`config.mk`:
```
export PLATFORM = sky130hd
export DESIGN_NAME = fir_sample_delay
export DESIGN_NICKNAME = d
export VERILOG_FILES = /design/src/design/fir_data_pkg.sv /design/src/design/fir_sample_delay.sv
export VERILOG_INCLUDE_DIRS = /design/src /design/src/include
export SDC_FILE = /design/constraint.sdc
export NUM_CORES = 1
export LEC_CHECK = 0
export ABC_AREA = 1
export BUFFER_PORTS_ARGS = -buffer_cell sky130_fd_sc_hd__buf_4
export CORE_UTILIZATION = 55
export CTS_BUF_LIST = sky130_fd_sc_hd__clkbuf_4
export CTS_CLUSTER_DIAMETER = 50
export DETAILED_ROUTE_END_ITERATION = 10
export GPL_TIMING_DRIVEN = 0
export PLACE_DENSITY = 0.75
export REMOVE_ABC_BUFFERS = 1
export SYNTH_ARGS = -nofsm -noshare
export SYNTH_HDL_FRONTEND = slang
export SYNTH_SLANG_ARGS = --single-unit
export TNS_END_PERCENT = 1
```
`constraint.sdc`:
```
create_clock -name clk -period 0.8 [get_ports clk]
set_input_delay 0.04 -clock clk [delete_from_list [all_inputs] [get_ports clk]]
set_output_delay 0.04 -clock clk [all_outputs]
set_load 0.01 [all_outputs]
```
`src/include/sym_fir_consts.svh`:
```
`ifndef SYM_FIR_CONSTS_SVH
`define SYM_FIR_CONSTS_SVH

// systolic taps, the impulse response is twice as long.
`define FIR_NBTAP 8

`define FIR_DSIZE 16 // input sample width.
`define FIR_CSIZE 18 // coefficient width.

// product and cascade width.
`define FIR_PSIZE 34

`define FIR_OSIZE 16 // output sample width.

// right shift ahead of rounding to the output width.
`define FIR_SHIFT 17

// in_valid to fir_out.valid, taps plus pipeline and output register.
`define FIR_LATENCY (`FIR_NBTAP + 5)

`endif

```
`src/design/fir_data_pkg.sv`:
```
`include "sym_fir_consts.svh"

package fir_data_pkg;

    // input samples as they enter the array.
    typedef logic signed [`FIR_DSIZE-1:0] sample_t;

    typedef logic signed [`FIR_CSIZE-1:0] coeff_t;

    // forward plus mirrored sample, one bit wider.
    typedef logic signed [`FIR_DSIZE:0] preadd_t;

    // products and the cascade share this width.
    typedef logic signed [`FIR_PSIZE-1:0] acc_t;

    typedef logic signed [`FIR_OSIZE-1:0] out_sample_t;

    // filter result as seen at the top.
    typedef struct packed {
        logic        valid; // one cycle strobe.
        logic        sat;   // result was clipped.
        out_sample_t data;
    } fir_out_t;

endpackage

```
`src/design/fir_sample_delay.sv`:
```
`timescale 1ns/1ps
`include "sym_fir_consts.svh"

module fir_sample_delay (
    input  logic                  clk,
    input  logic                  rst,
    input  fir_data_pkg::sample_t din,
    output fir_data_pkg::sample_t dout
);
    import fir_data_pkg::*;

    localparam int DEPTH = 2 * `FIR_NBTAP;

    sample_t stage_q [DEPTH];

    // mirrored sample for every tap, one shared line.
    always_ff @(posedge clk) begin
        if (rst) begin
            for (int i = 0; i < DEPTH; i++) begin
                stage_q[i] <= '0;
            end
        end else begin
            stage_q[0] <= din;
            for (int i = 1; i < DEPTH; i++) begin
                stage_q[i] <= stage_q[i-1];
            end
        end
    end

    assign dout = stage_q[DEPTH-1]; // 2*nbtap cycles after din.

endmodule

```
==> flow_metrics.tcl <==
set metrics [dict create \
    top_register "stage_q" \
    drt_wl_total_um 7710 \
    criticalPathCategory "register to output port" \
    pwr_density_cell_mw_per_mm2 2630 \
    cts_setup_buffers 0 \
    hp-class "primary input to register" \
    drc 0 \
    worstPathArrival_ns 1.03 \
    synth_area_mm2 0.00737 \
    dpl.hpwl_um 3290 \
    yosysTopAreaCell "dfxtp_1" \
    htreeDepth 2 \
    viasPerCell 3.76 \
    nets 904 \
    cts_tree "done" \
    ys_ff_latch 256 \
    die_y_um 118 \
    grt_use_total 0.117 \
    grt_pass1_wl_um 13600 \
    ctsHoldBuffers 24 \
    largest_reg_flops 256 \
    firstDrtPassIters 4 \
    hold_violations 92 \
    reg.largest.list "stage_q (256)" \
    cp_data_required_time_ns 0.76 \
    clockBufferDepth 3 \
    critPathBufInv 1 \
    yosysSeqAreaShare 0.696 \
    synth-warning-count 0 \
    cts_buffers 58 \
    max_stage_delay_ns 0.32 \
    ctsRootBufferMaster "clkbuf_4" \
    drtIter0Drc 156 \
    tightest_slew_ns 0.571 \
    holdWs_ns -0.117 \
    cp_max_fo 1 \
    netlist_instances 812 \
    pin_count 34 \
    row_count 41 \
    synth_top_area_share 0.696 \
    max_freq_mhz 939 \
    most-common-layout-cells "inv_1, nor2_1, dfxtp_1" \
    ys_top_cells_by_area "dfxtp_1, inv_1, nor2_1" \
    vias 4123 \
    critPathTopFamily "flip-flops" \
    grt_overflow 0 \
    final.min_clock_period_ns 1.07 \
    timing.max_cap.violations 0 \
    start_kind "register" \
    finalNonFillerCells 1096 \
    fp.dieArea_mm2 0.0139 \
    cellLeakagePower_nw 3.69 \
    grt_max_degree 157 \
    grt_pass1_vias 3913 \
    initial_core_util 0.574 \
    setup_ws_ns -0.265 \
    drive_gt1_frac 0.148 \
    portBuffers 33 \
    syn_area_per_cell_um2 9.07 \
    antenna_found_initial 0 \
    path_cells "buf_6" \
    dp_cells 974 \
    setup.worst_path.end_class "output port" \
    place_congestion 0.555 \
    setup_viol 16 \
    antenna_cells 0 \
    place_area_mm2 0.00754 \
    clkLatencyLatePin_ns 0.60 \
    ir_drop_uv 1590 \
    crit_slowest_cell "dfxtp_2" \
    register_area_mm2 0.00514 \
    finClkSkew_ns 0.0132 \
    core_mm2 0.0128 \
    maxSlewViolCount 0 \
    antenna_left 0 \
    die_w_um 118 \
    fin_area_mm2 0.00858 \
    relSlewSlack 0.619 \
    clk_pin_slew_ns 0.07 \
    place_worst_setup_slack_ns -0.494 \
    rsz0062_at_grt "yes" \
    fillers 951 \
    wl_per_cell_um 7.03 \
    failed_checks "negative hold slack, negative setup slack" \
    p_total_w 0.0226 \
    fin_crit_sh 1.33 \
    area_growth_syn_to_layout_pct 16.5 \
    status "finished with violations" \
    multi_input_area_um2 961 \
    numClockSinks 256 \
    ys_types 5 \
]
## path summary, 6_finish.rpt
kind | start | to | slack, ns | cells after the start
hold reg to reg | stage_q[1][46] | stage_q[1][62] | 0.39 | 2
setup / recovery | stage_q[3][63] | dout[15] | -0.27 | 1
setup reg to reg | stage_q[0][4] | stage_q[0][20] | 0.26 | 2
hold / removal | rst | stage_q[0][5] | -0.12 | 2
## per-stage QoR
stage / setup TNS (ns) / utilization
detailed placement: -73.62 / 0.588
CTS: -5.12 / 0.666
global route: -5.45 / 0.669
floorplan: 0 / -
finish: -4.14 / 0.669
global placement: -325.63 / 0.586
## logic make-up (layout without fill, tap and decap cells)
family | Yosys count | count (layout) | synth area share
buffers and inverters | 300 | 412 | 0.174
AND/OR/NAND/NOR | 256 | 256 | 0.130
flip-flops | 256 | 256 | 0.696
## metal layers
metal  wire (um)  part of all wire  vias up  GRT usage
met3         318             0.041       12     0.0441
met1        3520              0.46     1714     0.0851
met4         141             0.018        0     0.0761
met5           0                 0        -          0
met2        3730              0.48       61      0.240
li1            -                 -     2336          -
## layout make-up
| cell class | instances | share of cell area |
|---|---|---|
| Clock buffer | 87 | 0.0761 |
| Tap cell | 172 | 0.0251 |
| Multi-Input combinational cell | 256 | 0.112 |
| Timing Repair Buffer | 58 | 0.0703 |
| Sequential cell | 256 | 0.600 |
| Inverter | 256 | 0.112 |
| Clock inverter | 11 | 0.00481 |
## Yosys cell counts
cell	instances
buf_4	40
dfxtp_1	256
nor2_1	256
inv_1	256
buf_2	4
## report_power, final
group	leakage (nW)	internal, W	switching (W)
sequential	2.08	0.0129	0.0000312
combinational	1.19	0.000203	0.000273
clock	0.418	0.00491	0.00430
total	3.69	0.0180	0.00461
## what timing repair did
item                                   in CTS  in global routing
pin swaps                                   0                  0
cloned                                      0                  0
resized for setup                          19                 21
setup endpoints to repair                  16                 24
endpoints found under the hold margin     100                 92
No activity file was read; power rests on OpenSTA's default activity.
