### src/include/sym_fir_consts.svh
`ifndef SYM_FIR_CONSTS_SVH
`define SYM_FIR_CONSTS_SVH

// systolic taps, the impulse response is twice as long.
`define FIR_NBTAP 8

`define FIR_DSIZE 16 // input sample width.
`define FIR_CSIZE 18 // coefficient width.

// product and cascade width.
`define FIR_PSIZE 34

`define FIR_OSIZE 16 // output sample width.

// right shift ahead of rounding to the output width.
`define FIR_SHIFT 17

// in_valid to fir_out.valid, taps plus pipeline and output register.
`define FIR_LATENCY (`FIR_NBTAP + 5)

`endif

### src/design/fir_data_pkg.sv
`include "sym_fir_consts.svh"

package fir_data_pkg;

    // input samples as they enter the array.
    typedef logic signed [`FIR_DSIZE-1:0] sample_t;

    typedef logic signed [`FIR_CSIZE-1:0] coeff_t;

    // forward plus mirrored sample, one bit wider.
    typedef logic signed [`FIR_DSIZE:0] preadd_t;

    // products and the cascade share this width.
    typedef logic signed [`FIR_PSIZE-1:0] acc_t;

    typedef logic signed [`FIR_OSIZE-1:0] out_sample_t;

    // filter result as seen at the top.
    typedef struct packed {
        logic        valid; // one cycle strobe.
        logic        sat;   // result was clipped.
        out_sample_t data;
    } fir_out_t;

endpackage

### src/design/fir_symmetric_tap.sv
`timescale 1ns/1ps

module fir_symmetric_tap (
    input  logic                  clk,
    input  logic                  rst,
    input  fir_data_pkg::coeff_t  coeff,
    input  fir_data_pkg::sample_t fwd_in,
    input  fir_data_pkg::sample_t mirror_in,
    input  fir_data_pkg::acc_t    casc_in,
    output fir_data_pkg::sample_t fwd_out,
    output fir_data_pkg::acc_t    casc_out
);
    import fir_data_pkg::*;

    localparam int ACC_MSB = $bits(acc_t) - 1;

    coeff_t  coeff_q;
    sample_t fwd_q1;
    sample_t fwd_q2;
    sample_t mirror_q;
    preadd_t preadd;
    acc_t    product;

    always_ff @(posedge clk) begin
        if (rst) begin
            coeff_q  <= '0;
            fwd_q1   <= '0;
            fwd_q2   <= '0;
            mirror_q <= '0;
            preadd   <= '0;
            product  <= '0;
            casc_out <= '0;
        end else begin
            coeff_q  <= coeff;
            fwd_q1   <= fwd_in;
            fwd_q2   <= fwd_q1;   // two stages per tap on the forward path.
            mirror_q <= mirror_in;
            // symmetric pair folded before the multiply.
            preadd   <= preadd_t'(fwd_q2) + preadd_t'(mirror_q);
            product  <= acc_t'(preadd) * acc_t'(coeff_q);
            casc_out <= product + casc_in;
        end
    end

    assign fwd_out = fwd_q2;

    // same-sign operands must keep their sign in the cascade sum.
    cascade_no_overflow: assert property (
        @(posedge clk) disable iff (rst)
        ($past(product[ACC_MSB]) == $past(casc_in[ACC_MSB]))
            |-> (casc_out[ACC_MSB] == $past(product[ACC_MSB]))
    ) else $error("cascade sum overflow");

endmodule

### config.mk
export PLATFORM = sky130hd
export DESIGN_NAME = fir_symmetric_tap
export DESIGN_NICKNAME = d
export VERILOG_FILES = /design/src/design/fir_data_pkg.sv /design/src/design/fir_symmetric_tap.sv
export VERILOG_INCLUDE_DIRS = /design/src /design/src/include
export SDC_FILE = /design/constraint.sdc
export NUM_CORES = 1
export LEC_CHECK = 0
export BUFFER_PORTS_ARGS = -buffer_cell sky130_fd_sc_hd__buf_2
export CORE_MARGIN = 5
export CORE_UTILIZATION = 40
export DETAILED_ROUTE_END_ITERATION = 12
export PLACE_DENSITY = 0.64
export SKIP_CTS_REPAIR_TIMING = 1
export SYNTH_ARGS = -nofsm -noshare
export SYNTH_HDL_FRONTEND = slang
export SYNTH_SLANG_ARGS = --single-unit
### constraint.sdc
create_clock -name clk -period 13.2 [get_ports clk]
set_input_delay 2.64 -clock clk [delete_from_list [all_inputs] [get_ports clk]]
set_output_delay 2.64 -clock clk [all_outputs]
set_load 0.1 [all_outputs]
==> results of run 1 <==
[cell type report]
cell class / instances / share of cell area (%)
Multi-Input combinational cell: 1307 / 67.1
Sequential cell: 151 / 15.9
Inverter: 317 / 6.25
Tap cell: 585 / 3.84
Timing Repair Buffer: 140 / 3.76
Clock buffer: 19 / 2.33
Clock inverter: 12 / 0.860
[through the flow]
stage / power, µW / cells
CTS: 2480 / 2531
detailed placement: 1950 / 2500
finish: 2450 / 2531
global placement: 1930 / 2500
global route: 2640 / 2531
floorplan: 1650 / 1838
[cells by family (layout without fill, tap and decap cells)]
family | Yosys count | after routing | synth area share, %
xor gates and xnor gates | 71 | 71 | 3.61
buffers and inverters | 380 | 488 | 8.28
muxes | 2 | 2 | 0.131
adders and majority gates | 441 | 441 | 45.4
AOI/OAI and AO/OA | 192 | 192 | 7.65
DFF | 151 | 151 | 17.5
and+or+nand+nor | 601 | 601 | 17.4
[critical path, delay by kind of cell, from the launching register on]
| kind | cells | cell delay (ps) |
|---|---|---|
| adders and majority gates | 7 | 3350 |
| muxes | 1 | 340 |
| and+or+nand+nor | 2 | 350 |
| buffers and inverters | 5 | 240 |
| AOI/OAI and AO/OA | 7 | 1230 |
| DFF | 1 | 1010 |
[report_power, final]
group	internal, µW	switching, µW
Combinational	462	879
Sequential	538	62.1
Clock	305	207
Total	1310	1150
[path summary, 6_finish.rpt]
path / startpoint / endpoint / slack (ps) / cells after the start
worst max-delay path: preadd[8] / product[32] / 6560 / 22
worst min-delay path: fwd_q1[9] / fwd_out[9] / 430 / 1
worst max register to register: preadd[8] / product[32] / 6560 / 22
worst min register to register: fwd_q1[9] / fwd_out[9] / 430 / 1
[routing by layer]
metal | wire length [µm] | vias to the layer above
met5 | 13 | -
met4 | 979 | 2
met3 | 2120 | 65
met2 | 19800 | 316
met1 | 17100 | 6126
li1 | - | 5847
[state kept, by name, summed over array words and instances, names as in the netlist]
register / cells
preadd: 17
fwd_q1: 16
product: 34
casc_out: 34
fwd_out: 16
coeff_q: 18
mirror_q: 16
[cell usage in the layout, fill, tap and decap left out, types with 7 or more instances in the layout]
cell and count:
xor2_1 27, nor3_1 20, nor2_1 110, o21ai_0 32
fa_1 307, inv_1 317, nand2b_1 16, buf_2 134
o21a_1 11, and2_1 148, ha_1 134, nand3_1 19
nand2_1 183, xnor2_1 44, a21o_1 34, clkbuf_16 17
a31oi_1 9, a21oi_1 47, nor2b_1 84, a211oi_1 7
dfxtp_1 151
==> results.toml, run 1 <==
[status]
status = "finished clean"

[final_layout]
drive_above_1_share_pct = 9.66
design_area_mm2 = 0.0190
fillers = 4117
fin_nets = 2461
multi_input_area_mm2 = 0.0128
seq_area_mm2 = 0.00302
areaGrowthSynthToFinish_pct = 10.6
final_core_util_pct = 44.4
diodes = 0

[synthesis]
synth_seq_cells = 151
synth.top_cell.area_share_pct = 35.7
yosysMostFrequentCell = "inv_1"
synth_top_area_cell = "fa_1"
ys_top_cells_by_count = "317 x inv_1, 307 x fa_1, 183 x nand2_1, 151 x dfxtp_1, 148 x and2_1"
yosys_most_used_dff = "dfxtp_1"
async_flop_share_pct = 0
synth_area_leaders = "fa_1 36%, dfxtp_1 18%, ha_1 9.7%"
synth-edff-count = 0
yosysSeqAreaShare_pct = 17.5
synth_cell_types = 61
syn_inst = 1838
postSynthNetCount = 2365
synth_area_mm2 = 0.0172
synth_area_per_cell_um2 = 9.37
yosysWarnings = 0

[setup_path]
arrival_ps = 6960
worstPathCellList = "nand2_1 -> fa_1 -> inv_1 -> fa_1 -> inv_1 -> fa_1 -> inv_1 -> fa_1 -> fa_1 -> inv_1 -> fa_1 -> inv_1 -> ha_1 -> a21oi_1 -> o22ai_1 -> nor2_1 -> o211ai_2 -> a22oi_2 -> o21ai_2 -> a21o_1 -> o21ai_1 -> mux2_1"
startpoint_type = "flip-flop"
required_ps = 13520
path_common_cell = "fa_1"
crit_type = "reg2reg"
slowest_stage = "dfxtp_1"
worst_path_largest_cell_delay_ps = 1010
critPathCaptureType = "flip-flop"
cp_max_fo = 18

[timing]
worst_pin_slew_ps = 1040
setup_viol = 0
rsz0062_at_grt = "no"
maxClockFrequency_mhz = 151
final.setup.worst_slack_ps = 6560
fin_crit_sh_pct = 50.3
setup_tns_ps = 0
finalHoldViolCount = 0
finalCriticalPeriod_ps = 6640
fin_hold_ws_ps = 432
relSlewSlack_pct = 30.3
skew_ps = 16.5
slew_violations = 0

[pwr]
worst_ir_drop_vdd_mv = 0.120
power.density_mw_per_mm2 = 129
p_leak_uw = 0.00966

[job]
cap_viol_max_count = 0

[placed_design]
place.gp.congestion = 0.867
dp_hpwl_um = 31700
portBuffers = 135
dpl-instance-area_mm2 = 0.0184
dp_worst_setup_slack_ps = 6590

[drt]
ant_nets = 0
routedWlPerCell_um = 15.8
dr_total_vias = 12400
route.detailed.drc = 0
routed_via_density = 4.88
first_pass_iters = 5
wirelength_um = 40000
dr.first_iter.drc_count = 694

[clock_tree]
htree_levels = 4
cts.path.max_buffers = 2
insertion_delay_ps = 440
cts.sinks = 151
cts_made_buffers = 17
root_buffer = "clkbuf_16"
clkTransAtPathRegs_ps = 70
cts_tree = "done"

[die]
core-area_mm2 = 0.0429
die_area_mm2 = 0.0473
io_pins = 136
die_h_um = 218
initial_core_util_pct = 40.2
num_rows = 76
die_w_um = 218

[global_route]
grt-ovfl-total = 0
grt_max_degree = 92
grt.total_usage_pct = 17.5
use_met3_pct = 3.03
met1_usage_pct = 22.6
grt_first_pass_wirelength_um = 66900
antenna_found_initial = 1
top_usage_layer = "met2"
grtUsageMet2_pct = 30.3
grt_pass1_vias = 13400

[worst_hold_path]
hp-class = "reg2reg"
No activity file was read; power rests on OpenSTA's default activity.
==> inputs of run 2 (changes only) <==
PLACE_DENSITY = 0.66   (was 0.64)
clock period = 5.4 ns   (was 13.2 ns; I/O delays follow)
==> results.toml, run 2 (synthesis results as in run 1) <==
[clock_tree]
cts.sinks = 151
clkTransAtPathRegs_ps = 70
root_buffer = "clkbuf_16"
htree_levels = 4
cts_tree = "done"
cts_made_buffers = 17
cts.path.max_buffers = 2
insertion_delay_ps = 440

[setup_path]
crit_type = "reg2reg"
cp_max_fo = 7
required_ps = 5720
critPathCaptureType = "flip-flop"
startpoint_type = "flip-flop"
arrival_ps = 6150

[drt]
dr_total_vias = 13100
first_pass_iters = 5
routedWlPerCell_um = 15.4
route.detailed.drc = 0
dr.first_iter.drc_count = 778
wirelength_um = 42000
ant_nets = 0
routed_via_density = 4.81

[pwr]
sw_frac_of_total_pct = 45.3
power.clock.fraction_pct = 17.7
power.density_mw_per_mm2 = 319
pwr-share-seq_pct = 20.9
combPwrFrac_pct = 61.3
p_leak_uw = 0.0107
switchingPower_uw = 3060
p_int_uw = 3700
worst_ir_drop_vdd_mv = 0.292

[die]
core-area_mm2 = 0.0429
num_rows = 76
initial_core_util_pct = 40.2
die_w_um = 218
die_area_mm2 = 0.0473
io_pins = 136
die_h_um = 218

[timing]
fin_crit_sh_pct = 108
maxClockFrequency_mhz = 171
finalHoldViolCount = 0
setup_viol = 13
rsz0062_at_grt = "yes"
worst_pin_slew_ps = 601
relSlewSlack_pct = 59.9
skew_ps = 20.8
finalCriticalPeriod_ps = 5830
slew_violations = 0
final.setup.worst_slack_ps = -431

[global_route]
grt_pass1_vias = 14000
grt-ovfl-total = 0
grt_first_pass_wirelength_um = 69000
antenna_found_initial = 3
grt.total_usage_pct = 18.0
grt_max_degree = 61

[job]
cap_viol_max_count = 0

[final_layout]
stdcell_count = 2727
drive_above_1_share_pct = 22.4
areaGrowthSynthToFinish_pct = 22.9
final_cell_mix = "303 x inv_1, 298 x fa_1, 177 x nand2_1"
design_area_mm2 = 0.0212
fin_nets = 2653
final_common_cell = "inv_1"
reg_top3 = "casc_out x34, product x34, coeff_q x18"

[placed_design]
place_inst = 2667
dpl-instance-area_mm2 = 0.0200
dp_hpwl_um = 34900
place.gp.congestion = 0.908
portBuffers = 135

[status]
status = "finished, violations left"
violations = "setup timing"

[worst_hold_path]
hp-class = "reg2reg"
run 2: cell count changes in the layout (fill, tap and decap cells not counted), sizes merged:
cell      delta
buf        +191
bufinv       -2
clkbuf       +3
clkinv       +1
clkinvlp     +2
diode        +3
inv          -2
run 2: path summary, 6_finish.rpt:
kind	start	to	slack, ps	cells after the start
worst min register to register	fwd_q1[14]	fwd_out[14]	430	1
worst max register to register	preadd[5]	product[31]	-430	22
worst min-delay path	fwd_q1[14]	fwd_out[14]	430	1
worst max-delay path	preadd[5]	product[31]	-430	22
run 2: final cells by class:
class	count	area (µm²)
Timing Repair Buffer	332	2400
Multi-Input combinational cell	1307	13200
Tap cell	585	732
Clock inverter	11	114
Inverter	317	1190
Fill cell	3966	21700
Sequential cell	151	3080
Clock buffer	21	480
Antenna cell	3	7.51
run 2: power by group through the flow:
stage	logic [µW]	clock network, µW	registers, µW
detailed placement	3940	0	1440
floorplan	2090	0	2080
CTS	3960	1230	1420
finish	4150	1200	1420
global placement	3880	0	1440
global route	4530	1280	1430
run 2: routing by layer:
metal / global-route usage (%) / vias up / share of wire, %
met5: 0 / - / 0.031
met4: 5.84 / 2 / 3.0
met3: 2.96 / 88 / 4.7
met2: 31.5 / 338 / 49
met1: 22.8 / 6481 / 43
li1: - / 6220 / -
run 2: critical path, cell delays in order, from the launching register on:
cell	delay [ps]
dfxtp_4	390
buf_8	150
and2_4	140
fa_1	530
inv_1	50
fa_1	470
fa_1	560
inv_2	50
fa_1	490
fa_1	490
inv_1	50
fa_1	490
inv_2	40
ha_4	230
a211o_1	270
a31oi_1	140
o31a_1	180
buf_6	140
o211ai_1	150
buf_4	180
o41ai_4	290
xor2_1	170
nor2_1	50
run 2: per-stage QoR:
| stage | setup WS (ps) | TNS, ps | power (µW) | hold slack [ps] | util, % |
|---|---|---|---|---|---|
| finish | -431 | -3810 | 6760 | 426 | 49.4 |
| floorplan | -92.4 | -141 | 4170 | 414 | - |
| global route | -642 | -6400 | 7240 | 448 | 49.4 |
| detailed placement | -574 | -6010 | 5380 | 422 | 46.7 |
| CTS | -591 | -6410 | 6610 | 434 | 48.1 |
| global placement | -493 | -5030 | 5320 | 417 | 46.7 |
