[src/include/sym_fir_consts.svh]
`ifndef SYM_FIR_CONSTS_SVH
`define SYM_FIR_CONSTS_SVH

// systolic taps, the impulse response is twice as long.
`define FIR_NBTAP 8

`define FIR_DSIZE 16 // input sample width.
`define FIR_CSIZE 18 // coefficient width.

// product and cascade width.
`define FIR_PSIZE 34

`define FIR_OSIZE 16 // output sample width.

// right shift ahead of rounding to the output width.
`define FIR_SHIFT 17

// in_valid to fir_out.valid, taps plus pipeline and output register.
`define FIR_LATENCY (`FIR_NBTAP + 5)

`endif

[src/design/fir_data_pkg.sv]
`include "sym_fir_consts.svh"

package fir_data_pkg;

    // input samples as they enter the array.
    typedef logic signed [`FIR_DSIZE-1:0] sample_t;

    typedef logic signed [`FIR_CSIZE-1:0] coeff_t;

    // forward plus mirrored sample, one bit wider.
    typedef logic signed [`FIR_DSIZE:0] preadd_t;

    // products and the cascade share this width.
    typedef logic signed [`FIR_PSIZE-1:0] acc_t;

    typedef logic signed [`FIR_OSIZE-1:0] out_sample_t;

    // filter result as seen at the top.
    typedef struct packed {
        logic        valid; // one cycle strobe.
        logic        sat;   // result was clipped.
        out_sample_t data;
    } fir_out_t;

endpackage

[src/design/fir_output_stage.sv]
`timescale 1ns/1ps
`include "sym_fir_consts.svh"

module fir_output_stage (
    input  logic                   clk,
    input  logic                   rst,
    input  logic                   in_valid,
    input  fir_data_pkg::acc_t     acc,
    output fir_data_pkg::fir_out_t fir_out
);
    import fir_data_pkg::*;

    localparam int VLEN  = `FIR_LATENCY - 1; // output register adds the last cycle.
    localparam int RSIZE = `FIR_PSIZE + 1;   // headroom for the rounding add.
    localparam int SSIZE = RSIZE - `FIR_SHIFT;

    localparam logic [RSIZE-1:0] HALF_LSB = RSIZE'(1) << (`FIR_SHIFT - 1);
    localparam out_sample_t OUT_MAX = {1'b0, {(`FIR_OSIZE-1){1'b1}}};
    localparam out_sample_t OUT_MIN = {1'b1, {(`FIR_OSIZE-1){1'b0}}};

    logic [VLEN-1:0]  valid_line;
    logic [RSIZE-1:0] rounded;
    logic [SSIZE-1:0] shifted;
    logic             pos_clip;
    logic             neg_clip;
    out_sample_t      clipped;

    assign rounded = {acc[`FIR_PSIZE-1], acc} + HALF_LSB;
    assign shifted = rounded[RSIZE-1:`FIR_SHIFT]; // arithmetic shift.

    // upper bits must all match the sign to fit the output width.
    assign pos_clip = !shifted[SSIZE-1] && (|shifted[SSIZE-2:`FIR_OSIZE-1]);
    assign neg_clip = shifted[SSIZE-1] && !(&shifted[SSIZE-2:`FIR_OSIZE-1]);

    always_comb begin
        if (pos_clip) begin
            clipped = OUT_MAX;
        end else if (neg_clip) begin
            clipped = OUT_MIN;
        end else begin
            clipped = out_sample_t'(shifted[`FIR_OSIZE-1:0]);
        end
    end

    always_ff @(posedge clk) begin
        if (rst) begin
            valid_line <= '0;
            fir_out    <= '0;
        end else begin
            valid_line    <= {valid_line[VLEN-2:0], in_valid};
            fir_out.valid <= valid_line[VLEN-1];
            fir_out.sat   <= valid_line[VLEN-1] & (pos_clip | neg_clip); // only on real samples.
            fir_out.data  <= clipped;
        end
    end

    // nothing can emerge before a full pass through the pipeline.
    quiet_after_reset: assert property (
        @(posedge clk) disable iff (rst)
        $fell(rst) |-> (!fir_out.valid && !fir_out.sat) [*`FIR_LATENCY]
    ) else $error("output strobe too soon after reset");

    sat_at_limit: assert property (
        @(posedge clk) disable iff (rst)
        fir_out.sat |-> (fir_out.valid && (fir_out.data == OUT_MAX || fir_out.data == OUT_MIN))
    ) else $error("sat set on unclipped data %0d", fir_out.data);

endmodule

[config.mk]
export PLATFORM = sky130hd
export DESIGN_NAME = fir_output_stage
export DESIGN_NICKNAME = d
export VERILOG_FILES = /design/src/design/fir_data_pkg.sv /design/src/design/fir_output_stage.sv
export VERILOG_INCLUDE_DIRS = /design/src /design/src/include
export SDC_FILE = /design/constraint.sdc
export NUM_CORES = 1
export LEC_CHECK = 0
export BUFFER_PORTS_ARGS = -buffer_cell sky130_fd_sc_hd__buf_2
export CORE_MARGIN = 3
export CORE_UTILIZATION = 43
export DETAILED_ROUTE_END_ITERATION = 10
export PLACE_DENSITY_LB_ADDON = 0.15
export SLEW_MARGIN = 20
export SYNTH_ARGS = -nofsm -noshare
export SYNTH_HDL_FRONTEND = slang
export SYNTH_SLANG_ARGS = --single-unit
[constraint.sdc]
create_clock -name clk -period 1.7 [get_ports clk]
set_input_delay 0.17 -clock clk [delete_from_list [all_inputs] [get_ports clk]]
set_output_delay 0.17 -clock clk [all_outputs]
set_load 0.02 [all_outputs]
==> results.py, run 1 <==
metrics = {
    "cts": {
        "root_buffer": "clkbuf_4",
        "cts_setup_buffers": 0,
        "cts_hold_buf": 0,
        "clock-sinks": 30,
        "clk_pin_slew_ns": 0.09,
        "cts.htree.levels": 2,
        "clockBufferDepth": 2,
        "cts_made_buffers": 5,
        "cts_tree": "built",
        "clk_latency_ns": 0.31,
        "cts_resized": 0,
    },
    "timing": {
        "fin_crit_ns": 1.39,
        "setup_viol": 0,
        "skew_ns": 0.000685,
        "rsz0062_at_grt": "false",
        "fin_hold_ws_ns": 0.0613,
        "tightest_slew_ns": 0.408,
        "finalHoldViolCount": 0,
        "slew_headroom_pct": 72.8,
        "drv_slew": 0,
        "finalCritPeriodShare_pct": 81.8,
        "fmax_mhz": 719,
        "timing.setup.tns_ns": 0,
    },
    "layout": {
        "area_growth_pct": 28.9,
        "fin_nets": 259,
        "n_antenna_cell": 0,
        "design_area_um2": 1870,
        "utilization_pct": 59.9,
        "drive_gt1_share_pct": 32.9,
    },
    "setup_path": {
        "cp-start-kind": "primary input",
        "crit_path_max_fanout": 7,
        "crit_path_max_incr_delay_ns": 0.59,
        "crit_type": "primary input to flop",
        "cpMaxStageDelayCell": "or4_1",
        "endpoint_kind": "flop",
        "cp.required_ns": 1.93,
        "crit_chain": "buf_2 -> ha_1 -> nand4_1 -> or4_1 -> a21bo_1 -> a221oi_2",
        "worstPathArrival_ns": 1.62,
        "path_buf_inv": 1,
        "critical_path.top_delay_family": "simple AND/OR/NAND/NOR gates",
    },
    "floorplanning": {
        "die_x_um": 64.1,
        "core-area_um2": 3130,
        "die-area_um2": 4110,
        "start_util_pct": 46.5,
        "die_y_um": 64.1,
        "rows": 20,
        "io_pins": 55,
    },
    "synthesis": {
        "yosys.cell_types.count": 41,
        "synth.area.top_cells": "dfxtp_1, a21oi_1, nor2b_1, o21ai_0, xor2_1",
        "netlist_instances": 166,
        "syn_nets": 204,
        "synth_top_area_share_pct": 41.3,
        "yosysSeqAreaShare_pct": 41.3,
        "ys_ff_latch": 30,
        "synth_edf_count": 0,
        "ys.flop_type": "dfxtp_1",
        "syn_area_um2": 1450,
        "synth.avg_cell_area_um2": 8.76,
        "yosysTopAreaCell": "dfxtp_1",
        "ys_warn_count": 0,
        "synthArstFlopShare_pct": 0,
    },
    "pwr": {
        "power_w": 0.00145,
        "leakage_nw": 0.799,
        "power.density_nw_per_um2": 772,
        "vdd_drop_max_uv": 410,
    },
    "drt": {
        "firstDrtPassIters": 4,
        "avgRoutedWirePerCell_um": 13.8,
        "drcViolationCount": 0,
        "viasPerCell": 5.48,
        "ant_nets": 0,
        "drt_wl_total_mm": 3.68,
        "vias": 1457,
        "drt-initial-drc-count": 95,
    },
    "grt": {
        "antenna_found_initial": 0,
        "grtUsageTotal_pct": 18.4,
        "grt_pass1_wl_mm": 6.03,
        "grt_remaining_overflow": 0,
        "grt_pass1_vias": 1374,
        "grt_max_degree": 24,
    },
    "place": {
        "gp_congestion": 0.916,
        "postPlaceCellArea_um2": 1810,
        "place.detailed.hpwl_mm": 2.81,
        "port_buffers": 38,
    },
    "status": {
        "outcome": "finished clean",
    },
    "job": {
        "maxCapViolCount": 0,
    },
    "hold_path": {
        "hold_path.class": "primary input to flop",
    },
}
## logic make-up after synthesis
group / synth area share, %
and+or+nand+nor: 24.5
DFF: 41.3
buffers and inverters: 3.70
adders and majority gates: 0.860
AOI/OAI and AO/OA: 23.6
xor gates and xnor gates: 6.02
## metal layers
metal  wire [µm]  vias to the layer above  share of wire (%)  track usage [%]
li1            -                      718                  -                -
met1        1610                      673                 44             24.0
met2        1790                       60                 49             29.8
met3         240                        6                6.5             4.39
met4          38                        0                1.0             5.80
met5           0                        -                  0                0
## cell usage in the layout (no fill, tap or decap), drive strengths merged, types with 3 or more instances in the layout
cell / n
nor2: 10
dfxtp: 30
and2: 3
o21ai: 14
nand2: 9
a21oi: 19
nand4: 9
clkbuf: 6
nand3: 3
a211oi: 4
xnor2: 3
nor4: 3
xor2: 7
nor2b: 13
buf: 59
a31oi: 3
## sequential cells by signal, indices dropped and copies added, names as in the netlist
register	cells
fir_out	18
valid_line	12
## where the power goes
group	internal (W)	switching, W	total (W)
registers	0.000732	0.00000582	0.000738
clock network	0.000199	0.000242	0.000441
logic	0.000104	0.000164	0.000268
total	0.00103	0.000412	0.00145
## Yosys cell counts (all sizes together), types with 4 or more instances
library cell	number
nor2	10
o21ai	14
a21oi	19
xor2	7
buf	4
nand4	9
nand2	9
a211oi	4
nor2b	13
dfxtp	30
clkbuf	7
## area by class of cell
type                       count  area, µm²
sequential                    30        601
clock inverter                 2       12.5
tap                           44       55.1
timing repair buffer          59        348
fill                         287       1250
multi-input combinational    123        800
clock buffer                   6       51.3
inverter                       2       7.51
## path summary, 6_finish.rpt
check / startpoint / to / slack (ns) / cells past startpoint
max: acc[17] / fir_out[5] / 0.31 / 6
max reg2reg: valid_line[11] / fir_out[16] / 0.82 / 3
min: in_valid / valid_line[0] / 0.06 / 2
min reg2reg: valid_line[5] / valid_line[6] / 0.44 / 1
## through the flow
step	std cells	setup WS (ns)
3_3_place_gp	258	0.0355
4_1_cts	266	0.331
2_1_floorplan	166	0.109
5_1_grt	266	0.230
6_report	266	0.309
3_5_place_dp	258	0.0262
(Power assumes the default switching activity.)
==> run 2: changes to the inputs <==
==> constraint.sdc (replaced) <==
create_clock -name clk -period 1.2 [get_ports clk]
set_input_delay 0.12 -clock clk [delete_from_list [all_inputs] [get_ports clk]]
set_output_delay 0.12 -clock clk [all_outputs]
set_load 0.02 [all_outputs]
==> results.py, run 2 (synthesis results as in run 1) <==
metrics = {
    "drt": {
        "drt_wl_total_mm": 4.19,
        "vias": 1576,
        "viasPerCell": 5.38,
        "avgRoutedWirePerCell_um": 14.3,
        "firstDrtPassIters": 4,
        "drcViolationCount": 0,
        "ant_nets": 0,
        "drt-initial-drc-count": 66,
    },
    "pwr": {
        "power_w": 0.00213,
        "leakage_nw": 0.965,
        "power.density_nw_per_um2": 950,
        "vdd_drop_max_uv": 766,
    },
    "cts": {
        "clk_latency_ns": 0.32,
        "cts_tree": "built",
        "root_buffer": "clkbuf_4",
        "cts.htree.levels": 2,
        "clk_pin_slew_ns": 0.09,
        "cts_hold_buf": 0,
        "clock-sinks": 30,
        "cts_made_buffers": 5,
        "clockBufferDepth": 2,
    },
    "job": {
        "maxCapViolCount": 0,
    },
    "grt": {
        "grt_pass1_wl_mm": 7.07,
        "antenna_found_initial": 0,
        "grt_max_degree": 19,
        "grt_use_met1_pct": 28.1,
        "use_met2_pct": 36.4,
        "use_met3_pct": 6.15,
        "grt_pass1_vias": 1562,
        "grtUsageTotal_pct": 22.2,
        "grt_remaining_overflow": 0,
        "grt_busiest_layer": "met2",
    },
    "layout": {
        "final_common_cell": "buf_4",
        "design_area_um2": 2240,
        "utilization_pct": 71.8,
        "largest_reg_flops": 18,
        "reg_top3": "fir_out: 18 flops, valid_line: 12 flops",
        "n_antenna_cell": 0,
        "final-seq-area_um2": 601,
        "layout_common_cells": "buf_4, buf_2, dfxtp_1",
        "multi_input_area_um2": 922,
        "largest_register": "fir_out",
        "area_growth_pct": 54.4,
        "fin_nets": 286,
        "fillers": 256,
        "drive_gt1_share_pct": 47.8,
        "stdcell_count": 293,
    },
    "floorplanning": {
        "rows": 20,
        "die_x_um": 64.1,
        "die-area_um2": 4110,
        "start_util_pct": 46.5,
        "core-area_um2": 3130,
        "die_y_um": 64.1,
        "io_pins": 55,
    },
    "setup_path": {
        "reg2reg_slack_ns": 0.29,
        "endpoint_kind": "flop",
        "crit_type": "primary input to flop",
        "worstPathArrival_ns": 1.41,
        "rr_worst_depth": 3,
        "rr_endpoint": "fir_out[16]",
        "crit_path_max_fanout": 7,
        "r2r-start": "valid_line[11]",
        "cp.required_ns": 1.43,
        "cpMaxStageDelayCell": "or4_4",
        "path_buf_inv": 1,
        "critical_path.top_delay_family": "simple AND/OR/NAND/NOR gates",
        "crit_path_max_incr_delay_ns": 0.62,
        "startpoint": "acc[29]",
        "crit_chain": "buf_2 -> nand4_1 -> or4_4 -> a21bo_1 -> a221oi_2",
        "cp-start-kind": "primary input",
    },
    "timing": {
        "rsz0062_at_grt": "true",
        "tightest_slew_ns": 0.364,
        "finalHoldViolCount": 0,
        "setup_ws_ns": 0.0188,
        "fin_crit_ns": 1.18,
        "skew_ns": 0.00326,
        "setup_viol": 0,
        "fmax_mhz": 847,
        "finalCritPeriodShare_pct": 98.4,
        "slew_headroom_pct": 75.4,
        "drv_slew": 0,
    },
    "place": {
        "gp_congestion": 0.892,
        "place.detailed.hpwl_mm": 3.26,
        "port_buffers": 38,
        "postPlaceCellArea_um2": 2080,
        "post-place-cells": 285,
        "pre_cts_slack_ns": -0.396,
    },
    "hold_path": {
        "hold_path.class": "primary input to flop",
        "hold_path_end": "valid_line[0]",
        "min_from": "in_valid",
        "holdPathStages": 2,
    },
    "status": {
        "outcome": "finished clean",
    },
}
[run 2: changes by cell type in the layout (fill, tap and decap cells not counted), moves of 4 or more]
cell | before | now
buf_4 | 21 | 45
buf_6 | 0 | 5
o21ai_0 | 14 | 10
buf_2 | 38 | 34
[run 2: worst max-delay path by stage]
| stage | to | slack (ns) | depth (start not counted) |
|---|---|---|---|
| final | fir_out[5] | 0.02 | 5 |
| after global routing | fir_out[16] | -0.05 | 7 |
| after CTS | fir_out[5] | -0.006 | 7 |
| after detailed placement | fir_out[9] | -0.40 | 8 |
| after global placement | fir_out[14] | -0.37 | 7 |
| after floorplan | fir_out[5] | -0.26 | 6 |
[run 2: report_power, final]
group / leakage [nW] / internal, W / switching [W]
registers: 0.247 / 0.00104 / 0.00000900
logic: 0.683 / 0.000224 / 0.000269
clock network: 0.0353 / 0.000283 / 0.000309
[run 2: stage by stage]
| stage | TNS, ns | hold WS (ns) |
|---|---|---|
| floorplan | -2.69 | 0.200 |
| global placement | -4.76 | 0.346 |
| detailed placement | -5.32 | 0.370 |
| CTS | -0.00556 | 0.0248 |
| global route | -0.151 | 0.0575 |
| finish | 0 | 0.0378 |
[run 2: cell type report]
type | count | area share, %
flip-flops and latches | 30 | 26.8
inverters | 2 | 0.334
well taps | 44 | 2.45
clock inverters | 1 | 0.223
clock buffers | 7 | 2.45
multi-input cells | 123 | 41.1
repair buffers | 86 | 26.7
[run 2: repair_timing]
action,4_1_cts,5_1_grt
hold endpoints to repair,0,0
setup buffers,0,1
pin swaps,0,12
endpoints found under the setup margin,4,15
gates resized for setup,5,27
[run 2: layer usage]
layer	part of all wire (%)	vias up
met4	1.0	0
met1	42	736
met5	0	-
met3	7.6	4
li1	-	774
met2	50	62
