**src/include/sym_fir_consts.svh**
```systemverilog
`ifndef SYM_FIR_CONSTS_SVH
`define SYM_FIR_CONSTS_SVH

// systolic taps, the impulse response is twice as long.
`define FIR_NBTAP 8

`define FIR_DSIZE 16 // input sample width.
`define FIR_CSIZE 18 // coefficient width.

// product and cascade width.
`define FIR_PSIZE 34

`define FIR_OSIZE 16 // output sample width.

// right shift ahead of rounding to the output width.
`define FIR_SHIFT 17

// in_valid to fir_out.valid, taps plus pipeline and output register.
`define FIR_LATENCY (`FIR_NBTAP + 5)

`endif

```
**src/design/fir_data_pkg.sv**
```systemverilog
`include "sym_fir_consts.svh"

package fir_data_pkg;

    // input samples as they enter the array.
    typedef logic signed [`FIR_DSIZE-1:0] sample_t;

    typedef logic signed [`FIR_CSIZE-1:0] coeff_t;

    // forward plus mirrored sample, one bit wider.
    typedef logic signed [`FIR_DSIZE:0] preadd_t;

    // products and the cascade share this width.
    typedef logic signed [`FIR_PSIZE-1:0] acc_t;

    typedef logic signed [`FIR_OSIZE-1:0] out_sample_t;

    // filter result as seen at the top.
    typedef struct packed {
        logic        valid; // one cycle strobe.
        logic        sat;   // result was clipped.
        out_sample_t data;
    } fir_out_t;

endpackage

```
**src/design/fir_ctrl_pkg.sv**
```systemverilog
`include "sym_fir_consts.svh"

package fir_ctrl_pkg;

    // addresses one systolic tap.
    typedef logic [$clog2(`FIR_NBTAP)-1:0] tap_idx_t;

    // single cycle coefficient write.
    typedef struct packed {
        logic                 strobe;
        tap_idx_t             addr;
        fir_data_pkg::coeff_t value;
    } coeff_wr_t;

endpackage

```
**src/design/fir_coeff_bank.sv**
```systemverilog
`timescale 1ns/1ps
`include "sym_fir_consts.svh"

module fir_coeff_bank (
    input  logic                   clk,
    input  logic                   rst,
    input  fir_ctrl_pkg::coeff_wr_t coeff_wr,
    output fir_data_pkg::coeff_t   coeffs [`FIR_NBTAP]
);
    import fir_data_pkg::*;
    import fir_ctrl_pkg::*;

    // one register per systolic tap.
    always_ff @(posedge clk) begin
        if (rst) begin
            for (int i = 0; i < `FIR_NBTAP; i++) begin
                coeffs[i] <= '0;
            end
        end else if (coeff_wr.strobe) begin
            coeffs[coeff_wr.addr] <= coeff_wr.value; // visible next cycle.
        end
    end

    // a write must carry a known tap address.
    coeff_addr_valid: assert property (
        @(posedge clk) disable iff (rst)
        coeff_wr.strobe |-> !$isunknown(coeff_wr.addr)
    ) else $error("coefficient write to bad address %0d", coeff_wr.addr);

endmodule

```
**config.mk**
```make
export PLATFORM = sky130hd
export DESIGN_NAME = fir_coeff_bank
export DESIGN_NICKNAME = d
export VERILOG_FILES = /design/src/design/fir_data_pkg.sv /design/src/design/fir_ctrl_pkg.sv /design/src/design/fir_coeff_bank.sv
export VERILOG_INCLUDE_DIRS = /design/src /design/src/include
export SDC_FILE = /design/constraint.sdc
export NUM_CORES = 1
export LEC_CHECK = 0
export BUFFER_PORTS_ARGS = -buffer_cell sky130_fd_sc_hd__buf_2
export CORE_MARGIN = 10
export CORE_UTILIZATION = 50
export DETAILED_ROUTE_END_ITERATION = 16
export PLACE_DENSITY_LB_ADDON = 0.08
export SYNTH_ARGS = -nofsm -noshare
export SYNTH_HDL_FRONTEND = slang
export SYNTH_SLANG_ARGS = --single-unit
```
**constraint.sdc**
```tcl
create_clock -name clk -period 1.4 [get_ports clk]
set_input_delay 0.07 -clock clk [delete_from_list [all_inputs] [get_ports clk]]
set_output_delay 0.07 -clock clk [all_outputs]
set_load 0.02 [all_outputs]
```
==> results by group, run 1 <==
Synth
  • Post-synthesis sequential area ratio: 50.3%
  • Area fraction in compound gates after synthesis: 0%
  • Area share of fa/ha/maj cells after synthesis: 0%
  • Net count after synthesis: between 500 and 600
  • Largest family of logic cells by synthesized area: multiplexers
  • #FFs+latches synth: ~140
  • Multiplexer fraction of the synthesized cell area: 25.2%
  • Average footprint of a synthesized cell: 11.1 um^2
  • Simple-Gate Fraction of Synth Area: 19.7%
  • Count of warnings emitted by yosys: 0
  • Synthesized-area fraction occupied by xor and xnor cells: 0%
  • Summed instance area of the synthesized netlist: 0.00573 mm^2
  • Number of distinct library cells after synthesis: 14
  • Number of cells produced by synthesis: 517

Setup path
  • Kind of end point of the critical path: output pin
  • Kind of launch point of the worst setup path: register
  • Worst EP required: 1.33 ns
  • Delay of the slowest cell on the worst path: between 0.3 and 0.4 ns
  • Data arrival, critical path: between 0.9 and 1 ns
  • Sum of buffers and inverters on the critical path: 1
  • Series of cell instances along the critical path: buf_2
  • Category of the critical setup timing path: register to output pin
  • Slowest CP cell: sky130_fd_sc_hd__dfxtp_1
  • Maximum fanout along the worst path: 2
  • Critical path's top delay family: flip-flops
  • Crit. path cell count: 1
  • Depth of the worst register-to-register path: 2

Placed design
  • Placed Area: around 0.0067 mm^2
  • Post-DP HPWL: 10,500 um
  • Worst setup slack after placement: 0.260 ns
  • Count of input and output buffers: approximately 170
  • Gpl congestion: 0.771

Pwr
  • Fraction of power consumed by sequential logic: 46.1%
  • Internal power consumption: 7100 uW
  • Net switching share of the total power: between 20% and 30%
  • Total leakage power: 0.00392 uW
  • Power per Cell Area: approximately 1300 mW/mm^2
  • VDD IR max: 0.723 mV
  • Fraction of power consumed by combinational cells: 7.4%
  • Clock group share of total power: 46.5%
  • Sw Pwr: 2110 uW

Die
  • Die span in y: approximately 130 um
  • Std-Cell Core Area: 0.0113 mm^2
  • I/O pin count: around 170
  • Full die area: 0.0161 mm^2
  • Starting utilization of the core area: 50.6%
  • Horiz. Die Dim: 127 um
  • Number of placement rows: 39

Clocking
  • Buffers inserted during post-CTS setup optimization: 0
  • Num Clock Sinks: 144
  • Max Root-Sink Buffers: 2
  • Insertion delay to the later sink of the worst-skew pair: 0.41 ns
  • Clock root buffer master: sky130_fd_sc_hd__clkbuf_16
  • Post-cts gate resize count: 0
  • Clock slew at the register clock pins of the worst setup and hold paths: around 0.06 ns
  • Maximum level of the CTS H-tree: 4
  • Hold-fix buffer count after cts: 0
  • TritonCTS buffer count: 17
  • Clock tree from TritonCTS: done

Timing
  • Sum Neg Setup Slack: 0 ns
  • Final Skew: 0 ns
  • Period minus WS final: 1.04 ns
  • Max frequency: 0.958 GHz
  • Final Hold Vio Count: 0
  • Part of the cycle the worst path needs: 74.6%
  • WHS: 0.0991 ns
  • Final Max Tran Viols: 0
  • Final setup margin: 0.356 ns
  • Max-slew headroom at the worst pin: 70.1%
  • Setup repair after global routing missed its margin: false
  • Final-report setup violation count: 0
  • Tightest Pin Transition: around 0.45 ns

Outcome
  • Outcome: complete, no violations

Route
  • Via density per instance: 4.91
  • Routed wire length: 14,800 um
  • 1st-pass router iterations: 4
  • Residual DRC count: 0
  • Routed Antenna Nets: 0
  • Routed vias: a little over 4,000
  • Average routed wire per standard cell: 18.0 um
  • Drt initial violations: 221

Min path
  • Worst Hold Depth: 3
  • Min-Delay Path Class: input port to register

Run
  • MaxCap Viol Count: 0

Cells and area
  • Number of nets at the end of the flow: 687
  • Register with the most flip-flops: coeffs
  • Layout cell share with drive strength beyond 1: 32.2%
  • Number of flip-flops under the largest register name: 144
  • Post-Layout Inst Area: 0.00722 mm^2
  • Number of antenna diodes: 0
  • Area delta synth->final: 26.1%
  • Largest registers: coeffs (144)

GRT
  • Global Route Usage Sum: between 15 and 20%
  • Antenna violations before repair: 0
  • Largest net degree at the start of global routing: 66
  • Final global-route overflow total: 0
  • First-pass GRT wire length: around 23,000 um
  • Via count of the first global-routing pass: 4,216
## cell families after synthesis
logic type / Yosys count
flops: 144
simple gates: 172
buf+inv: 57
mux: 144
## stage by stage
step | utilization [%] | power [uW] | instances
final | 63.8 | 9210 | 819
after global routing | 63.8 | 9530 | 819
after CTS | 63.8 | 9300 | 819
after detailed placement | 58.8 | 5020 | 787
after global placement | 58.8 | 5010 | 787
after floorplan | - | 4790 | 517
## synth_stat cells (all sizes together)
| library cell | count | share of area, % |
|---|---|---|
| dfxtp | 144 | 50 |
| nand4 | 1 | 0.11 |
| nor4bb | 1 | 0.17 |
| nand4bb | 3 | 0.59 |
| mux2i | 144 | 25 |
| nand4b | 3 | 0.46 |
| nand2b | 162 | 18 |
| buf | 30 | 3.1 |
| nor4b | 1 | 0.41 |
| or4b | 1 | 0.24 |
| clkbuf | 27 | 1.8 |
## path summary, 6_finish.rpt
path,startpoint,end,slack [ns]
hold reg to reg,coeffs[123],coeffs[123],0.47
hold / removal,coeff_wr[6],coeffs[6],0.1
setup / recovery,coeffs[65],coeffs[65],0.36
setup reg to reg,coeffs[13],coeffs[13],0.73
## final cells by class
type | instances | area (um^2)
clock buffers | 23 | 488
clock inverters | 9 | 82.6
fillers | 930 | 4100
multi-input cells | 316 | 2580
flip-flops and latches | 144 | 2880
well taps | 143 | 179
repair buffers | 184 | 1010
## cells in the final DEF (no fill, tap or decap), types with 2 or more instances in the layout
master	synthesis	layout
sky130_fd_sc_hd__clkinv_4	0	2
sky130_fd_sc_hd__clkbuf_8	0	4
sky130_fd_sc_hd__buf_4	9	13
sky130_fd_sc_hd__nand4bb_2	0	2
sky130_fd_sc_hd__clkinvlp_4	0	2
sky130_fd_sc_hd__buf_12	0	4
sky130_fd_sc_hd__dfxtp_1	144	144
sky130_fd_sc_hd__nand2b_1	162	162
sky130_fd_sc_hd__nand4b_1	3	3
sky130_fd_sc_hd__clkinv_2	0	4
sky130_fd_sc_hd__mux2i_1	144	144
sky130_fd_sc_hd__buf_2	11	167
sky130_fd_sc_hd__clkbuf_16	0	17
sky130_fd_sc_hd__clkbuf_1	27	2
## per-layer routing
| metal | up-vias | wire [um] | GRT usage, % |
|---|---|---|---|
| met3 | 17 | 932 | 6.12 |
| met5 | - | 0 | 0 |
| li1 | 1982 | - | - |
| met4 | 0 | 185 | 6.30 |
| met1 | 1925 | 6440 | 21.9 |
| met2 | 98 | 7200 | 29.5 |
## power by group through the flow
stage / clock network [uW] / registers, uW / logic, uW
floorplan: 0 / 4430 / 358
global placement: 0 / 4330 / 680
detailed placement: 0 / 4330 / 689
CTS: 4370 / 4240 / 691
global route: 4550 / 4250 / 730
finish: 4290 / 4240 / 681
No activity file was read; power rests on OpenSTA's default activity.
==> run 2, diff against run 1 <==
- CORE_UTILIZATION: 50 -> 46
- clock period: 1.4 -> 0.91 ns (I/O delays scaled with it)
==> run 2 against run 1 <==
The run now ends with negative setup slack left. Die area rose by 7.3%. Total power rose by 65%. Hold slack got worse by 0.078 ns. Via count rose by 10%. Sequential power rose by 55%. Combinational power rose by 110%. First-iteration DRC count fell by 19%. Clock power rose by 66%. Critical path depth did not move. Largest cell class unchanged.
==> results by group, run 2 (synthesis gave the netlist of run 1 again) <==
Timing
  • Period minus WS final: between 0.9 and 1 ns
  • Final Skew: 0 ns
  • Tightest Pin Transition: 0.407 ns
  • Final-report setup violation count: 83
  • WHS: 0.0213 ns
  • Sum Neg Setup Slack: -0.923 ns
  • Final Hold Vio Count: 0
  • Part of the cycle the worst path needs: 104%
  • Max-slew headroom at the worst pin: 72.9%
  • Final setup margin: -0.0376 ns
  • Final Max Tran Viols: 0
  • Max frequency: 1.06 GHz
  • Setup repair after global routing missed its margin: true

Setup path
  • Critical path's top delay family: flip-flops
  • Delay of the slowest cell on the worst path: 0.36 ns
  • Slowest CP cell: sky130_fd_sc_hd__dfxtp_2
  • Sum of buffers and inverters on the critical path: 1
  • Maximum fanout along the worst path: 2
  • Kind of launch point of the worst setup path: register
  • Series of cell instances along the critical path: buf_6
  • Data arrival, critical path: ~0.9 ns
  • Kind of end point of the critical path: output pin
  • Category of the critical setup timing path: register to output pin
  • Worst EP required: 0.86 ns

Route
  • 1st-pass router iterations: 4
  • Average routed wire per standard cell: roughly 19 um
  • Residual DRC count: 0
  • Routed Antenna Nets: 0
  • Routed wire length: 17,400 um
  • Routed vias: 4,443
  • Via density per instance: 4.75
  • Drt initial violations: 180

Die
  • Full die area: around 0.017 mm^2
  • Starting utilization of the core area: 47.3%
  • Die span in y: 132 um
  • Number of placement rows: 40
  • Std-Cell Core Area: roughly 0.012 mm^2
  • I/O pin count: 168
  • Horiz. Die Dim: 132 um

Pwr
  • Fraction of power consumed by sequential logic: 43.5%
  • Sw Pwr: 3410 uW
  • Net switching share of the total power: between 20% and 30%
  • Power per Cell Area: 1660 mW/mm^2
  • Clock group share of total power: 47.1%
  • VDD IR max: 1.30 mV
  • Internal power consumption: 11,700 uW
  • Fraction of power consumed by combinational cells: roughly a tenth
  • Total leakage power: 0.00461 uW

Cells and area
  • Area delta synth->final: 59.6%
  • Number of nets at the end of the flow: 779
  • Largest registers: coeffs (144)
  • Fraction of the core area covered by cells at the end of the flow: about three quarters
  • Layout cell share with drive strength beyond 1: 59.1%
  • Commonest cells after routing, fill and taps aside: sky130_fd_sc_hd__nand2b_1 (161), sky130_fd_sc_hd__mux2i_1 (144), sky130_fd_sc_hd__dfxtp_2 (144), sky130_fd_sc_hd__buf_6 (144), sky130_fd_sc_hd__buf_4 (100)
  • Number of antenna diodes: 0
  • Number of flip-flops under the largest register name: 144
  • Register with the most flip-flops: coeffs
  • Number of non-filler instances in the completed layout: between 900 and 1,000
  • Most common library cell in the layout ignoring fill and taps: sky130_fd_sc_hd__nand2b_1
  • Final-layout fill cell count: 835

Placed design
  • Placed instance count: ~840
  • Worst setup slack after placement: -0.201 ns
  • Gpl congestion: approximately 0.78
  • Post-DP HPWL: 11,500 um
  • Count of input and output buffers: 167

Clocking
  • Max Root-Sink Buffers: 2
  • Num Clock Sinks: between 100 and 150
  • Insertion delay to the later sink of the worst-skew pair: between 0.4 and 0.5 ns
  • TritonCTS buffer count: 17
  • Clock tree from TritonCTS: done
  • Clock slew at the register clock pins of the worst setup and hold paths: 0.06 ns
  • Maximum level of the CTS H-tree: 4
  • Clock root buffer master: sky130_fd_sc_hd__clkbuf_16

Outcome
  • Failing checks: negative setup slack
  • Outcome: finished, violations left

GRT
  • Antenna violations before repair: 0
  • Global Route Usage Sum: 19.3%
  • Met3 track demand over resource: 7.36%
  • GRT met2 Usage: between 30% and 40%
  • Final global-route overflow total: 0
  • Largest net degree at the start of global routing: 49
  • GR Util met1: between 20% and 30%
  • First-pass GRT wire length: between 20,000 and 30,000 um
  • Most Used Layer, Global Route: met2
  • Via count of the first global-routing pass: 4,707

Min path
  • Min-Delay Path Class: input port to register

Run
  • MaxCap Viol Count: 0
[run 2: metrics by stage]
step,power [uW],instance area [um^2]
after global placement,7810,6920
after detailed placement,7830,6920
final,15200,9140
after CTS,15200,8820
after floorplan,7410,5830
after global routing,15600,9140
[run 2: routing by layer]
metal,vias up,routed length [um]
li1,2164,-
met1,2145,6980
met2,113,9000
met3,21,1140
met4,0,244
met5,-,0
[run 2: area by class of cell]
cell class | count | area [um^2] | share of cell area, %
well taps | 168 | 210 | 2.30
clock buffers | 22 | 474 | 5.19
repair buffers | 276 | 2670 | 29.2
clock inverters | 10 | 134 | 1.46
multi-input cells | 316 | 2590 | 28.3
flip-flops and latches | 144 | 3060 | 33.5
[run 2: what timing repair did]
item                                   4_1_cts  5_1_grt
endpoints found under the hold margin        1        0
hold buffers                                 1        0
setup endpoints to repair                  144      144
gates resized for setup                    432        1
buffers inserted                            27       41
[run 2: power groups by stage]
stage,logic [uW],clock network [uW],registers [uW]
5_1_grt,1520,7510,6600
6_report,1430,7140,6590
3_5_place_dp,1170,0,6660
2_1_floorplan,585,0,6820
3_3_place_gp,1150,0,6660
4_1_cts,1380,7200,6580
[run 2: final timing paths]
path	from	to	slack, ns	cells after the start
setup / recovery	coeffs[65]	coeffs[65]	-0.04	1
hold / removal	coeff_wr[3]	coeffs[3]	0.02	4
setup reg to reg	coeffs[53]	coeffs[53]	0.06	4
hold reg to reg	coeffs[1]	coeffs[1]	0.48	2
